[config.mk]
export PLATFORM = sky130hd
export DESIGN_NAME = otp_cmd_stage
export DESIGN_NICKNAME = d
export VERILOG_FILES = /design/src/otp_pkg.sv /design/src/otp_cmd_stage.sv
export VERILOG_INCLUDE_DIRS = /design/src /design/src/include
export SDC_FILE = /design/constraint.sdc
export NUM_CORES = 1
export LEC_CHECK = 0
export ABC_AREA = 1
export BUFFER_PORTS_ARGS = -buffer_cell sky130_fd_sc_hd__buf_2
export CORE_ASPECT_RATIO = 0.8
export CORE_MARGIN = 1.5
export CORE_UTILIZATION = 37
export CTS_BUF_LIST = sky130_fd_sc_hd__clkbuf_4 sky130_fd_sc_hd__clkbuf_8
export CTS_CLUSTER_SIZE = 8
export DETAILED_ROUTE_END_ITERATION = 7
export GPL_ROUTABILITY_DRIVEN = 0
export PLACE_DENSITY = 0.82
export SETUP_SLACK_MARGIN = 0.1
export SYNTH_ARGS = -nofsm -noshare
export SYNTH_HDL_FRONTEND = slang
export SYNTH_SLANG_ARGS = --single-unit
[constraint.sdc]
create_clock -name clk_i -period 0.8 [get_ports clk_i]
set_input_delay 0.08 -clock clk_i [delete_from_list [all_inputs] [get_ports clk_i]]
set_output_delay 0.08 -clock clk_i [all_outputs]
set_load 0.02 [all_outputs]
[src/include/otp_params.svh]
/* otp fuse controller parameters
   array geometry, lock regions and command latencies */
`ifndef OTP_PARAMS_SVH
`define OTP_PARAMS_SVH

// fuse array geometry
`define OTP_ADDR_WIDTH      14
`define OTP_DEPTH           (1 << `OTP_ADDR_WIDTH)
`define OTP_WORD_WIDTH      32
`define OTP_WORD_SEL_WIDTH  5

// lock row, one region per eighth of the array
`define OTP_LOCK_REGIONS    8
`define OTP_REGION_WIDTH    3

// cycles from req_i to done_o
`define OTP_RD_CYCLES       3
`define OTP_PGM_CYCLES      6

`endif

[src/otp_pkg.sv]
/* otp controller types
   command encoding and the two views of a fuse bit address */
`default_nettype none

`include "otp_params.svh"

package otp_pkg;

  typedef enum logic [1:0] {
    OTP_CMD_READ = 2'd0,  // read one word
    OTP_CMD_PROG = 2'd1,  // program one bit
    OTP_CMD_LOCK = 2'd2   // lock one region
  } otp_cmd_e;

  // word field is whatever is left after region and bit select
  typedef struct packed {
    logic [`OTP_REGION_WIDTH-1:0]                                      region;
    logic [`OTP_ADDR_WIDTH-`OTP_REGION_WIDTH-`OTP_WORD_SEL_WIDTH-1:0] word;
    logic [`OTP_WORD_SEL_WIDTH-1:0]                                    bit_sel;
  } otp_addr_s;

  typedef union packed {
    logic [`OTP_ADDR_WIDTH-1:0] raw;  // flat bit address for programs
    otp_addr_s                  fld;  // region / word / bit view
  } otp_addr_u;

endpackage

`default_nettype wire

[src/otp_cmd_stage.sv]
/* otp command stage
   takes a host request while idle and flags writes into locked regions */
`default_nettype none

`include "otp_params.svh"

module otp_cmd_stage import otp_pkg::*; (
  input  wire logic                         clk_i,
  input  wire logic                         arst_n_i,
  input  wire logic                         req_i,
  input  wire otp_cmd_e                     cmd_i,
  input  wire otp_addr_u                    addr_i,
  input  wire logic                         wbit_i,
  input  wire logic [`OTP_LOCK_REGIONS-1:0] lock_i,
  input  wire logic                         busy_i,
  output logic                              cmd_valid_o,
  output otp_cmd_e                          cmd_o,
  output otp_addr_u                         addr_o,
  output logic                              wbit_o,
  output logic                              reject_o
);

  logic accept;
  logic region_locked;
  logic is_write;

  assign accept        = req_i & ~busy_i;  // requests while busy are dropped
  assign region_locked = lock_i[addr_i.fld.region];
  assign is_write      = (cmd_i == OTP_CMD_PROG) || (cmd_i == OTP_CMD_LOCK);

  always_ff @(posedge clk_i or negedge arst_n_i) begin
    if (!arst_n_i) begin
      cmd_valid_o <= 1'b0;
    end else begin
      cmd_valid_o <= accept;  // single cycle pulse
    end
  end

  // request payload, only meaningful alongside cmd_valid_o
  always_ff @(posedge clk_i) begin
    if (accept) begin
      cmd_o    <= cmd_i;
      addr_o   <= addr_i;
      wbit_o   <= wbit_i;
      reject_o <= is_write & region_locked;  // reads always pass
    end
  end

endmodule

`default_nettype wire

Word-level counts from Yosys, hierarchy flattened --
Index checks and enable logic that the tools add are counted.
Cells by class: eq/ne operators 2, mux-type cells 2, reductions and logical operators 1, order comparisons 1, bitwise operators 3
Operators by type and width (count):
- 3-bit by 4-bit less-than comparator with 1-bit output, second input constant | 1
- 1-bit binary-select mux with 3-bit select | 1
- 1-bit bitwise AND | 2
- 2-bit by 1-bit equality test with 1-bit output, second input constant | 1
- 2-bit equality test, second input constant | 1
- 1-bit logical OR | 1
- 1-bit two-way mux | 1
- 1-bit NOT | 1
Storage, ports and cells: logic and storage cells 14, bits of input ports 29, output and inout bits 19, bits in registers 19

Depth between registers and ports, before layout --
depth after elaboration 3, depth in mapped cells 6, gate-level depth less buffers 6

Worst setup path before layout --
No wires, ideal clock.
kind input port to flip-flop, start point input req_i, end point register addr_o[0] in the netlist's numbering (enable), required time 406 ps, data arrival time 910 ps, setup slack -504 ps, stages on the path 2, cell sequence inv_1 nor2_1
Between the ends: longest elaborated chain between the ends 1
RTL lines:
- start: declaration | line otp_cmd_stage.sv:10 | input wire logic req_i,
- 1-bit bitwise AND | line otp_cmd_stage.sv:27 | assign accept = req_i & ~busy_i;
- net accept | line otp_cmd_stage.sv:23 | logic accept;
- end signal: assignment | line otp_cmd_stage.sv:43 | addr_o <= addr_i;
- end: declaration | line otp_cmd_stage.sv:18 | output otp_addr_u addr_o,
The timed path passes the listed nets, and every way through them passes these cells. A chain may end at the register's enable or synchronous reset.

Worst setup path in the final report --
start point register addr_o[7] in the netlist's numbering, end point output addr_o[7] in the netlist's numbering
No word-level cell between the ends.

==> results.json <==
{
  "status": "complete, but fails checks",
  "violations": "negative setup slack",
  "grt_usage_pct": 12.4,
  "syn_to_final_growth_pct": 76.8,
  "drc": 0,
  "diodes": 0,
  "post_cts_buffers": 0,
  "synth-main-ff-cell": "edfxtp_1",
  "worstMarginPinSlew_ps": 141,
  "grt_pass1_vias": 478,
  "leakagePower_uw": 0.000565,
  "first_iter_violations": 4,
  "cts_tree": "built",
  "min_path_type": "in2reg",
  "cpPeakStageDelay_ps": 420,
  "multi_input_area_um2": 97.6,
  "start_util_pct": 41.2,
  "timing.final.crit_share_pct": 116,
  "die_x_um": 51.5,
  "cap_violations": 0,
  "synth_edf_count": 18,
  "crit_type": "reg2out",
  "layout.nets": 145,
  "layout-drive-gt1-share_pct": 51.3,
  "vias": 572,
  "cts_made_buffers": 3,
  "ant_nets": 0,
  "cts_root_buf": "clkbuf_4",
  "viasPerCell": 4.18,
  "ys_ff_latch": 19,
  "grt_max_degree": 20,
  "start_kind": "flip-flop",
  "setup_tns_ps": -1750,
  "yosysTopAreaCell": "edfxtp_1",
  "antenna_found_initial": 0,
  "fill_cells": 125,
  "synth.top_cell.area_share_pct": 77.6,
  "drv_slew": 0,
  "wl_per_cell_um": 10.9,
  "stdcell_area_mm2": 0.00123,
  "hold_viol_final": 0,
  "yosysSeqAreaShare_pct": 81.1,
  "relSlewSlack_pct": 90.6,
  "die_h_um": 41.8,
  "layout_setup_ws_ps": -126,
  "yosysWarnings": 0,
  "synth_cells": 49,
  "cp_max_fo": 1,
  "end_kind": "primary output",
  "max_clock_freq_mhz": 1080,
  "synthArstFlopShare_pct": 5.26,
  "synth_nets": 78,
  "yosysMostFrequentCell": "edfxtp_1",
  "synth.distinct_cells": 9,
  "path_clk_slew_ps": 90,
  "firstDrtPassIters": 3,
  "synthesis.area_um2": 697,
  "grt_setup_unrepaired": "yes",
  "dp_hpwl_um": 967,
  "synth.avg_cell_area_um2": 14.2,
  "fp.coreArea_mm2": 0.00169,
  "place_area_um2": 1000,
  "portBuffers": 47,
  "setup_violations": 19,
  "final_util_pct": 72.9,
  "grt_pass1_wl_mm": 1.90,
  "critPathBufInv": 1,
  "htree_levels": 1,
  "grt_overflow_total": 0,
  "post-route-min-period_ps": 926,
  "ioPinCount": 48,
  "synth_common_cells": "edfxtp_1 (18), nand2_1 (10), nand3_1 (5)",
  "crit_slowest_cell": "edfxtp_1",
  "arrival_ps": 850,
  "cts.sinks": 19,
  "crit_chain": "buf_6",
  "regArea_um2": 566,
  "die-area_mm2": 0.00215,
  "synthTopCellsByArea": "edfxtp_1 (78%), nand2_1 (5.4%), dfrtp_1 (3.6%)",
  "crit_required_ps": 720,
  "pwr_density_cell_mw_per_mm2": 1670,
  "cts_buffer_depth": 2,
  "wirelength_mm": 1.49,
  "crit_family": "flip-flops",
  "fp-row-count": 13,
  "vdd_ir_drop_max_mv": 0.878
}
[registers in the layout, summed over array words and instances (netlist names)]
name / cells
cmd_o: 2
wbit_o: 1
reject_o: 1
cmd_valid_o: 1
addr_o: 14
[final timing paths]
| check | cells past startpoint | slack [ps] | startpoint | to |
|---|---|---|---|---|
| max | 1 | -130 | addr_o[7] | addr_o[7] |
| min | 1 | 20 | cmd_i[1] | cmd_o[1] |
| max in group asynchronous | 2 | 600 | arst_n_i | cmd_valid_o |
| min in group asynchronous | 2 | 120 | arst_n_i | cmd_valid_o |
[cells by family (layout without fill, tap and decap cells)]
logic type | count (synthesis) | in the layout | share of synthesized area [%]
DFF | 19 | 19 | 81.1
and+or+nand+nor | 18 | 18 | 10.6
buffers and inverters | 11 | 77 | 5.92
xor gates and xnor gates | 1 | 1 | 2.33
[final cells by class]
class,count,area share (%)
sequential,19,45.9
timing repair buffer,62,37.2
multi-input combinational,19,7.92
inverter,11,4.37
clock buffer,4,2.44
tap,22,2.23
[layer usage]
layer	GRT usage, %	vias up	wire length (um)
li1	-	291	-
met1	12.6	246	589
met2	24.4	35	762
met3	3.24	0	142
met4	3.16	0	0
met5	0	-	0
[what timing repair did]
action | CTS | global route
hold buffers | 14 | 0
resized for setup | 2 | 18
endpoints found under the hold margin | 14 | 0
setup endpoints to repair | 19 | 19
[per-stage QoR]
stage          setup slack (ps)  hold WS [ps]  power [uW]  cells
2_1_floorplan              27.0          -216        1350     49
3_3_place_gp              -42.4          -144        1500    119
3_5_place_dp              -55.2          -144        1510    119
4_1_cts                    -125          10.7        2030    137
5_1_grt                    -166          11.5        2150    137
6_report                   -126          20.2        2060    137
[power by group]
group / internal (uW) / leakage [uW] / switching (uW)
sequential: 1160 / 0.000181 / 23.4
clock: 227 / 0.0000184 / 243
combinational: 207 / 0.000366 / 196
[placed cells by master (no fill, tap or decap)]
| master | instances |
|---|---|
| buf_2 | 37 |
| edfxtp_1 | 18 |
| dlygate4sd3_1 | 14 |
| nand2_1 | 10 |
| buf_6 | 10 |
| nand3_1 | 5 |
| inv_2 | 4 |
| clkbuf_4 | 4 |
| inv_1 | 3 |
| clkinv_1 | 3 |
| nor2_1 | 2 |
| xor2_2 | 1 |
| inv_12 | 1 |
| nor2_4 | 1 |
| dfrtp_1 | 1 |
| buf_12 | 1 |
Note: power is estimated with default switching activity, not from simulation.
