File: src/include/otp_params.svh
/* otp fuse controller parameters
   array geometry, lock regions and command latencies */
`ifndef OTP_PARAMS_SVH
`define OTP_PARAMS_SVH

// fuse array geometry
`define OTP_ADDR_WIDTH      14
`define OTP_DEPTH           (1 << `OTP_ADDR_WIDTH)
`define OTP_WORD_WIDTH      32
`define OTP_WORD_SEL_WIDTH  5

// lock row, one region per eighth of the array
`define OTP_LOCK_REGIONS    8
`define OTP_REGION_WIDTH    3

// cycles from req_i to done_o
`define OTP_RD_CYCLES       3
`define OTP_PGM_CYCLES      6

`endif

File: src/otp_pkg.sv
/* otp controller types
   command encoding and the two views of a fuse bit address */
`default_nettype none

`include "otp_params.svh"

package otp_pkg;

  typedef enum logic [1:0] {
    OTP_CMD_READ = 2'd0,  // read one word
    OTP_CMD_PROG = 2'd1,  // program one bit
    OTP_CMD_LOCK = 2'd2   // lock one region
  } otp_cmd_e;

  // word field is whatever is left after region and bit select
  typedef struct packed {
    logic [`OTP_REGION_WIDTH-1:0]                                      region;
    logic [`OTP_ADDR_WIDTH-`OTP_REGION_WIDTH-`OTP_WORD_SEL_WIDTH-1:0] word;
    logic [`OTP_WORD_SEL_WIDTH-1:0]                                    bit_sel;
  } otp_addr_s;

  typedef union packed {
    logic [`OTP_ADDR_WIDTH-1:0] raw;  // flat bit address for programs
    otp_addr_s                  fld;  // region / word / bit view
  } otp_addr_u;

endpackage

`default_nettype wire

File: src/otp_macro_if.sv
/* otp macro bus
   strobes and address from the sequencer, read word and lock row back */
`default_nettype none

`include "otp_params.svh"

interface otp_macro_if import otp_pkg::*; ();

  logic                         ceb;       // chip enable, low active
  logic                         dle;       // data latch enable
  logic                         web;       // write pulse, low active
  logic                         pgmen;     // program enable
  logic                         cpumpen;   // charge pump enable
  logic                         readen;    // read enable
  logic                         lock_pgm;  // lock row program strobe
  otp_addr_u                    addr;
  logic                         din;
  logic [`OTP_WORD_WIDTH-1:0]   dout;
  logic [`OTP_LOCK_REGIONS-1:0] lock;

  modport master (
    output ceb, dle, web, pgmen, cpumpen, readen, lock_pgm, addr, din,
    input  dout, lock
  );

  modport slave (
    input  ceb, dle, web, pgmen, cpumpen, readen, lock_pgm, addr, din,
    output dout, lock
  );

endinterface

`default_nettype wire

File: src/otp_sequencer.sv
/* otp strobe sequencer
   walks the macro strobe order per command and reports done, error and read data */
`default_nettype none

`include "otp_params.svh"

module otp_sequencer import otp_pkg::*; (
  input  wire logic                    clk_i,
  input  wire logic                    arst_n_i,
  input  wire logic                    cmd_valid_i,
  input  wire otp_cmd_e                cmd_i,
  input  wire otp_addr_u               addr_i,
  input  wire logic                    wbit_i,
  input  wire logic                    reject_i,
  otp_macro_if.master                  macro,
  output logic                         busy_o,
  output logic                         done_o,
  output logic                         err_o,
  output logic [`OTP_WORD_WIDTH-1:0]   rdata_o
);

  localparam int unsigned STEP_W = $clog2(`OTP_PGM_CYCLES);

  localparam logic [STEP_W-1:0] STEP_LATCH     = STEP_W'(0);  // dle + web with wbit
  localparam logic [STEP_W-1:0] STEP_BURN      = STEP_W'(2);  // program pulse
  localparam logic [STEP_W-1:0] STEP_LOCK_BURN = STEP_W'(1);  // lock pulse
  localparam logic [STEP_W-1:0] RD_LAST        = STEP_W'(`OTP_RD_CYCLES - 2);
  localparam logic [STEP_W-1:0] PGM_LAST       = STEP_W'(`OTP_PGM_CYCLES - 2);

  logic              active_q;
  logic [STEP_W-1:0] step_q;
  logic [STEP_W-1:0] last_step;
  otp_cmd_e          cmd_q;
  otp_addr_u         addr_q;
  logic              wbit_q;
  logic              reject_q;
  logic              is_read;

  assign is_read   = (cmd_q != OTP_CMD_PROG) && (cmd_q != OTP_CMD_LOCK);
  assign last_step = is_read ? RD_LAST : PGM_LAST;
  assign busy_o    = cmd_valid_i | active_q;  // covers the cycle before active_q rises

  always_ff @(posedge clk_i or negedge arst_n_i) begin
    if (!arst_n_i) begin
      active_q <= 1'b0;
      step_q   <= '0;
      done_o   <= 1'b0;
      err_o    <= 1'b0;
      rdata_o  <= '0;
    end else begin
      done_o <= 1'b0;
      err_o  <= 1'b0;
      if (cmd_valid_i) begin
        active_q <= 1'b1;
        step_q   <= '0;
      end else if (active_q) begin
        if (step_q == last_step) begin
          active_q <= 1'b0;
          done_o   <= 1'b1;
          err_o    <= reject_q;
          if (is_read) begin
            rdata_o <= macro.dout;  // word landed one cycle after readen
          end
        end else begin
          step_q <= step_q + 1'b1;
        end
      end
    end
  end

  always_ff @(posedge clk_i) begin
    if (cmd_valid_i) begin
      cmd_q    <= cmd_i;
      addr_q   <= addr_i;
      wbit_q   <= wbit_i;
      reject_q <= reject_i;
    end
  end

  always_comb begin
    macro.ceb      = ~active_q;
    macro.dle      = 1'b0;
    macro.web      = 1'b1;
    macro.pgmen    = 1'b0;
    macro.cpumpen  = 1'b0;
    macro.readen   = 1'b0;
    macro.lock_pgm = 1'b0;
    macro.din      = 1'b0;
    macro.addr     = addr_q;
    if (active_q) begin
      case (cmd_q)
        OTP_CMD_PROG: begin
          if (!reject_q) begin  // rejected: steps still run, strobes stay idle
            macro.dle     = (step_q == STEP_LATCH);
            macro.din     = (step_q == STEP_LATCH) ? wbit_q : (step_q == STEP_BURN);
            macro.pgmen   = (step_q != STEP_LATCH) && (step_q != PGM_LAST);
            macro.cpumpen = (step_q != STEP_LATCH) && (step_q != PGM_LAST);
            macro.web     = ~((step_q == STEP_LATCH) || (step_q == STEP_BURN));
          end
        end
        OTP_CMD_LOCK: begin
          if (!reject_q) begin
            macro.lock_pgm = (step_q <= STEP_BURN);
            macro.cpumpen  = (step_q <= STEP_BURN);
            macro.web      = (step_q != STEP_LOCK_BURN);
          end
        end
        default: begin
          macro.readen = (step_q == '0);
        end
      endcase
    end
  end

endmodule

`default_nettype wire

File: src/flat_wrapper.sv
// flat-port wrapper written by rule: the top's interface ports become plain ports
module otp_sequencer_flat import otp_pkg::*;
  (clk_i, arst_n_i, cmd_valid_i, cmd_i, addr_i, wbit_i, reject_i, busy_o, done_o, err_o, rdata_o, macro_ceb, macro_dle, macro_web, macro_pgmen, macro_cpumpen, macro_readen, macro_lock_pgm, macro_addr, macro_din, macro_dout, macro_lock);
  otp_macro_if macro_i ();
  input  wire logic clk_i;
  input  wire logic arst_n_i;
  input  wire logic cmd_valid_i;
  input  wire otp_cmd_e cmd_i;
  input  wire otp_addr_u addr_i;
  input  wire logic wbit_i;
  input  wire logic reject_i;
  output logic busy_o;
  output logic done_o;
  output logic err_o;
  output logic [`OTP_WORD_WIDTH-1:0] rdata_o;
  output wire logic [$bits(macro_i.ceb)-1:0] macro_ceb;
  output wire logic [$bits(macro_i.dle)-1:0] macro_dle;
  output wire logic [$bits(macro_i.web)-1:0] macro_web;
  output wire logic [$bits(macro_i.pgmen)-1:0] macro_pgmen;
  output wire logic [$bits(macro_i.cpumpen)-1:0] macro_cpumpen;
  output wire logic [$bits(macro_i.readen)-1:0] macro_readen;
  output wire logic [$bits(macro_i.lock_pgm)-1:0] macro_lock_pgm;
  output wire logic [$bits(macro_i.addr)-1:0] macro_addr;
  output wire logic [$bits(macro_i.din)-1:0] macro_din;
  input wire logic [$bits(macro_i.dout)-1:0] macro_dout;
  input wire logic [$bits(macro_i.lock)-1:0] macro_lock;
  assign macro_ceb = macro_i.ceb;
  assign macro_dle = macro_i.dle;
  assign macro_web = macro_i.web;
  assign macro_pgmen = macro_i.pgmen;
  assign macro_cpumpen = macro_i.cpumpen;
  assign macro_readen = macro_i.readen;
  assign macro_lock_pgm = macro_i.lock_pgm;
  assign macro_addr = macro_i.addr;
  assign macro_din = macro_i.din;
  assign macro_i.dout = macro_dout;
  assign macro_i.lock = macro_lock;
  otp_sequencer u_core (.clk_i(clk_i), .arst_n_i(arst_n_i), .cmd_valid_i(cmd_valid_i), .cmd_i(cmd_i), .addr_i(addr_i), .wbit_i(wbit_i), .reject_i(reject_i), .macro(macro_i), .busy_o(busy_o), .done_o(done_o), .err_o(err_o), .rdata_o(rdata_o));
endmodule
File: config.mk
export PLATFORM = sky130hd
export DESIGN_NAME = otp_sequencer_flat
export DESIGN_NICKNAME = d
export VERILOG_FILES = /design/src/otp_pkg.sv /design/src/otp_macro_if.sv /design/src/otp_sequencer.sv /design/src/flat_wrapper.sv
export VERILOG_INCLUDE_DIRS = /design/src /design/src/include
export SDC_FILE = /design/constraint.sdc
export NUM_CORES = 1
export LEC_CHECK = 0
export ABC_CLOCK_PERIOD_IN_PS = 2280
export BUFFER_PORTS_ARGS = -buffer_cell sky130_fd_sc_hd__buf_2
export CAP_MARGIN = 20
export CORE_ASPECT_RATIO = 0.7
export CORE_MARGIN = 3
export CORE_UTILIZATION = 30
export DETAILED_ROUTE_END_ITERATION = 7
export GPL_ROUTABILITY_DRIVEN = 0
export GPL_TIMING_DRIVEN = 0
export HOLD_SLACK_MARGIN = 0.03
export SLEW_MARGIN = 20
export SYNTH_ARGS = -nofsm -noshare
export SYNTH_HDL_FRONTEND = slang
export SYNTH_SLANG_ARGS = --single-unit
File: constraint.sdc
create_clock -name clk_i -period 2.28 [get_ports clk_i]
set_input_delay 0.228 -clock clk_i [delete_from_list [all_inputs] [get_ports clk_i]]
set_output_delay 0.228 -clock clk_i [all_outputs]
set_load 0.1 [all_outputs]
# Yosys cells after proc, flatten, opt, wreduce, memory -nomap -nowiden
# Index checks and enable logic that the tools add are counted.
[totals]
reg_bits = 56
input_bits = 61
out_inout_bits = 57
elab_cells = 67
[classes]
add_sub_neg = 1
magnitude_cmp = 1
n_eq_ne = 9
mux = 34
n_bitwise = 4
n_reduce_logical = 9
[op_table]
columns = ["cell", "count"]
rows = [
  ["2-to-1 mux 1 bit", 28],
  ["2-to-1 mux 3 bit", 4],
  ["inequality test 2 bit (second input constant)", 2],
  ["one-hot mux 1 bit (2 select lines)", 2],
  ["AND reduction 4 bit", 1],
  ["adder 3 x 1 -> 3 bit (second input constant)", 1],
  ["equality test 3 x 2 -> 1 bit (second input constant)", 1],
  ["equality test 3 bit", 1],
  ["less-or-equal comparator 3 x 2 -> 1 bit (second input constant)", 1],
  ["zero test 3 bit", 1],
  ["inequality test 3 x 1 -> 1 bit (second input constant)", 1],
  ["inequality test 3 bit (second input constant)", 1],
  ["inverter 1 bit", 3],
  ["nonzero test 3 bit", 1],
  ["equality test 2 x 1 -> 1 bit (second input constant)", 1],
  ["equality test 2 bit (second input constant)", 1],
  ["logical AND 1 bit", 2],
  ["inequality test 2 x 1 -> 1 bit (second input constant)", 1],
  ["AND reduction 2 bit", 1],
  ["nonzero test 2 bit", 1],
  ["OR reduction 2 bit", 1],
  ["logical OR 1 bit", 1],
  ["bitwise OR 1 bit", 1],
]

# Depth between registers and ports, before layout
[depth]
depth_word = 7
mapped_depth = 6

# Worst setup path after synthesis
# OpenSTA, ideal clock, no wires.
[synth_path]
kind = "flip-flop to output port"
start = "reg u_core.step_q[0]"
end = "out macro_cpumpen"
arrival_ns = 5.175
t_required_ns = 2.052
setup_slack_ns = -3.123
path_stages_with_launch = 6
n_path_buf = 0
cell_sequence = "dfrtp_1 > inv_1 > ha_1 > nor4bb_1 > a31oi_1 > nor2_1"
[synth_via]
elab_chain_cells = 5
elab_cells_between_ends = 8
[synth_rtl]
columns = ["element", "line", "source"]
rows = [
  ["start, declared", "otp_sequencer.sv:31", "logic [STEP_W-1:0] step_q;"],
  ["start signal, assigned", "otp_sequencer.sv:65", "step_q <= step_q + 1'b1;"],
  ["parallel branches: the longest is 3 deep, another holds less-or-equal comparator 3 x 2 -> 1 bit", "n/a", ""],
  ["one-hot mux 1 bit (2 select lines) *", "otp_sequencer.sv:91", "case (cmd_q)"],
  ["2-to-1 mux 1 bit *", "otp_sequencer.sv:90", "if (active_q) begin"],
  ["end, declared", "flat_wrapper.sv:20", "output wire logic [$bits(macro_i.cpumpen)-1:0] macro_cpumpen;"],
]
# Every way passes the cells marked *.

# Final worst setup path
[layout_path]
start = "reg u_core.step_q[0]"
end = "out macro_lock_pgm"
[layout_via]
elab_chain_cells = 4
[layout_rtl]
columns = ["element", "line", "source"]
rows = [
  ["less-or-equal comparator 3 x 2 -> 1 bit", "otp_sequencer.sv:103", "macro.lock_pgm = (step_q <= STEP_BURN);"],
  ["2-to-1 mux 1 bit", "otp_sequencer.sv:102", "if (!reject_q) begin"],
  ["2-to-1 mux 1 bit", "otp_sequencer.sv:91", ""],
  ["2-to-1 mux 1 bit", "otp_sequencer.sv:90", ""],
  ["end, declared", "flat_wrapper.sv:22", "output wire logic [$bits(macro_i.lock_pgm)-1:0] macro_lock_pgm;"],
]
# No other way between the ends.

==> flow_summary.json <==
{
  "layout-drive-gt1-share_pct": 63.12,
  "drt-pass1-iter-count": 4,
  "die_h_um": 79.00,
  "drt-vias-per-instance": 4.311,
  "period_needed_ns": 2.108,
  "slew_headroom_pct": 43.36,
  "post_detailed_placement_half_perimeter_wirelength_um": 3846,
  "count_of_final_hold_check_violations": 0,
  "synth-warning-count": 0,
  "hold_path_class": "input port to async pin",
  "gr-total-overflow": 0,
  "timing.final.crit_share_pct": 92.46,
  "fin_setup_tns_ns": 0,
  "nNetsFinal": 330,
  "finish.utilization_pct": 43.82,
  "timing.clock.skew_ns": 0.005553,
  "clock_path_buffers": 2,
  "netlist.area_leader.share_pct": 41.64,
  "syn_to_final_growth_pct": 35.67,
  "crit_path_cell_trace": "inv_2 > ha_1 > nand2b_1 > and3_1 > buf_2",
  "antenna_violations_before_repair": 0,
  "tritoncts_num_sinks": 56,
  "critical-path-slowest-cell": "dfrtp_2",
  "run_status": "completed",
  "die-width_um": 110.3,
  "finalSetupViolations": 0,
  "worst_setup_hold_path_clk_slew_ns": 0.11,
  "clockRootBuffer": "clkbuf_8",
  "number_of_enable_flip_flop_cells_after_synthesis": 18,
  "postSynthCellCount": 146,
  "slew_viol_final": 0,
  "grt_max_degree": 39,
  "critical_path.endpoint_type": "output pin",
  "ys.flop_type": "dfrtp_1",
  "detail_route.wirelength_um": 4964,
  "port-buffer-count": 109,
  "postCtsHoldBufs": 0,
  "syn-num-nets": 214,
  "synth_area_um2": 2283,
  "pre_cts_slack_ns": 0.3664,
  "placed_area_um2": 2992,
  "grt_usage_pct": 11.13,
  "ios": 118,
  "rsz0062_at_grt": "false",
  "vias_post_dr": 1539,
  "async_flop_share_pct": 67.86,
  "cts_tree": "done",
  "grt_pass1_wl_um": 7631,
  "finish.instance_area_um2": 3098,
  "synth-seq-cells": 56,
  "average_routed_wire_per_standard_cell_um": 13.90,
  "drcViolationCount": 0,
  "synth_cell_types": 30,
  "htree_levels": 2,
  "cts_setup_buffers": 0,
  "vias_in_the_first_global_route": 1448,
  "rows": 25,
  "drv.max_cap_violation_count": 0,
  "synth.avg_cell_area_um2": 15.64,
  "fp.coreArea_um2": 7069,
  "yosys-top-cells-count": "dfrtp_1, mux2_2, edfxtp_1",
  "antenna_cells": 0,
  "initialDrtViolationCount": 125,
  "cells_on_worst_reg2reg_path": 6,
  "synth_seq_area_share_pct": 65.32,
  "floorplan.die_area_um2": 8711,
  "yosysMostFrequentCell": "dfrtp_1",
  "post_synth_main_area_contributors": "dfrtp_1, edfxtp_1, mux2_2",
  "timing.critical_path.required_ns": 2.05,
  "path_max_fanout": 8,
  "layout_setup_ws_ns": 0.1720,
  "worstSetupPathType": "flop to output pin",
  "effective_utilization_at_floorplan_pct": 32.30,
  "startpoint_type": "flop",
  "max_slew.worst_pin.slew_ns": 0.8496,
  "fmax_mhz": 474.4,
  "critPathMaxStageDelay_ns": 0.49,
  "post-synth-top-area-cell": "dfrtp_1",
  "drtAntennaViolNets": 0,
  "worst-endpoint-arrival_ns": 1.88,
  "worst_skew_pair.late_latency_ns": 0.30,
  "cts-buffers-inserted": 5
}
-- cell type report --
class	instances	area (um2)
plain buffers	4	45.04
clock buffers	5	68.82
repair buffers	109	550.5
fillers	662	3971
inverters	8	30.03
multi-input cells	78	765.7
flip-flops and latches	56	1493
clock inverters	3	27.53
well taps	94	117.6
-- final timing paths --
path,start,to,slack (ns)
setup reg to reg,u_core.cmd_q[0],u_core.rdata_o[19],0.39
hold reg to reg,u_core.rdata_o[17],u_core.rdata_o[17],0.51
setup / recovery,u_core.step_q[0],macro_lock_pgm,0.17
hold / removal,arst_n_i,u_core.rdata_o[18],0.02
max in group asynchronous,arst_n_i,u_core.step_q[0],1.67
min in group clk_i,addr_i[12],u_core.macro.addr[12],0.09
-- stage by stage --
stage | hold WS (ns) | cells
after global placement | 0.3945 | 349
after floorplan | -0.06759 | 146
after CTS | 0.05101 | 357
final | 0.02473 | 357
after global routing | 0.06144 | 357
after detailed placement | 0.3891 | 349
-- logic make-up after synthesis --
group | after synthesis | synth area share (%)
AND/OR/NAND/NOR | 25 | 7.178
buffers and inverters | 12 | 3.288
adder cells (fa/ha/maj) | 7 | 3.835
AO/OA/AOI/OAI | 13 | 3.835
flip-flops | 56 | 65.32
multiplexers | 33 | 16.55
-- state kept, by name, indices dropped and copies added, names as in the netlist --
signal	count
u_core.macro.addr	14
u_core.rdata_o	32
u_core.step_q	3
u_core.active_q	1
u_core.err_o	1
u_core.reject_q	1
u_core.done_o	1
u_core.wbit_q	1
u_core.cmd_q	2
-- routing by layer --
metal | wire length, um | track usage, % | vias to the layer above
met3 | 408 | 2.600 | 6
met4 | 72 | 3.198 | 0
met5 | 0 | 0 | -
li1 | - | - | 748
met2 | 2210 | 16.77 | 54
met1 | 2272 | 15.99 | 731
-- worst max-delay path: cells and delay by family (launching register included) --
family	cells	cell delay, ns
simple gates	2	0.31
buf+inv	2	0.57
fa+ha+maj	1	0.21
flops	1	0.49
-- layout by cell type (no fill, tap or decap), types with 2 or more instances in the layout --
cell / instances
buf_2: 107
dfrtp_1: 37
mux2_2: 30
edfxtp_1: 18
clkbuf_8: 8
inv_1: 6
ha_1: 6
nor2_1: 4
o21ai_0: 4
nand2_1: 3
and3_1: 3
inv_2: 2
nand2b_1: 2
and2b_2: 2
a21o_1: 2
a211oi_1: 2
mux2_4: 2
-- what timing repair did --
item,in CTS,in global routing
gates resized for setup,0,4
hold endpoints to repair,0,0
endpoints found under the setup margin,0,5
Power is left out: the tool's default activity adds up to more than one toggle a clock period on the data nets, which glitch-free logic cannot reach.
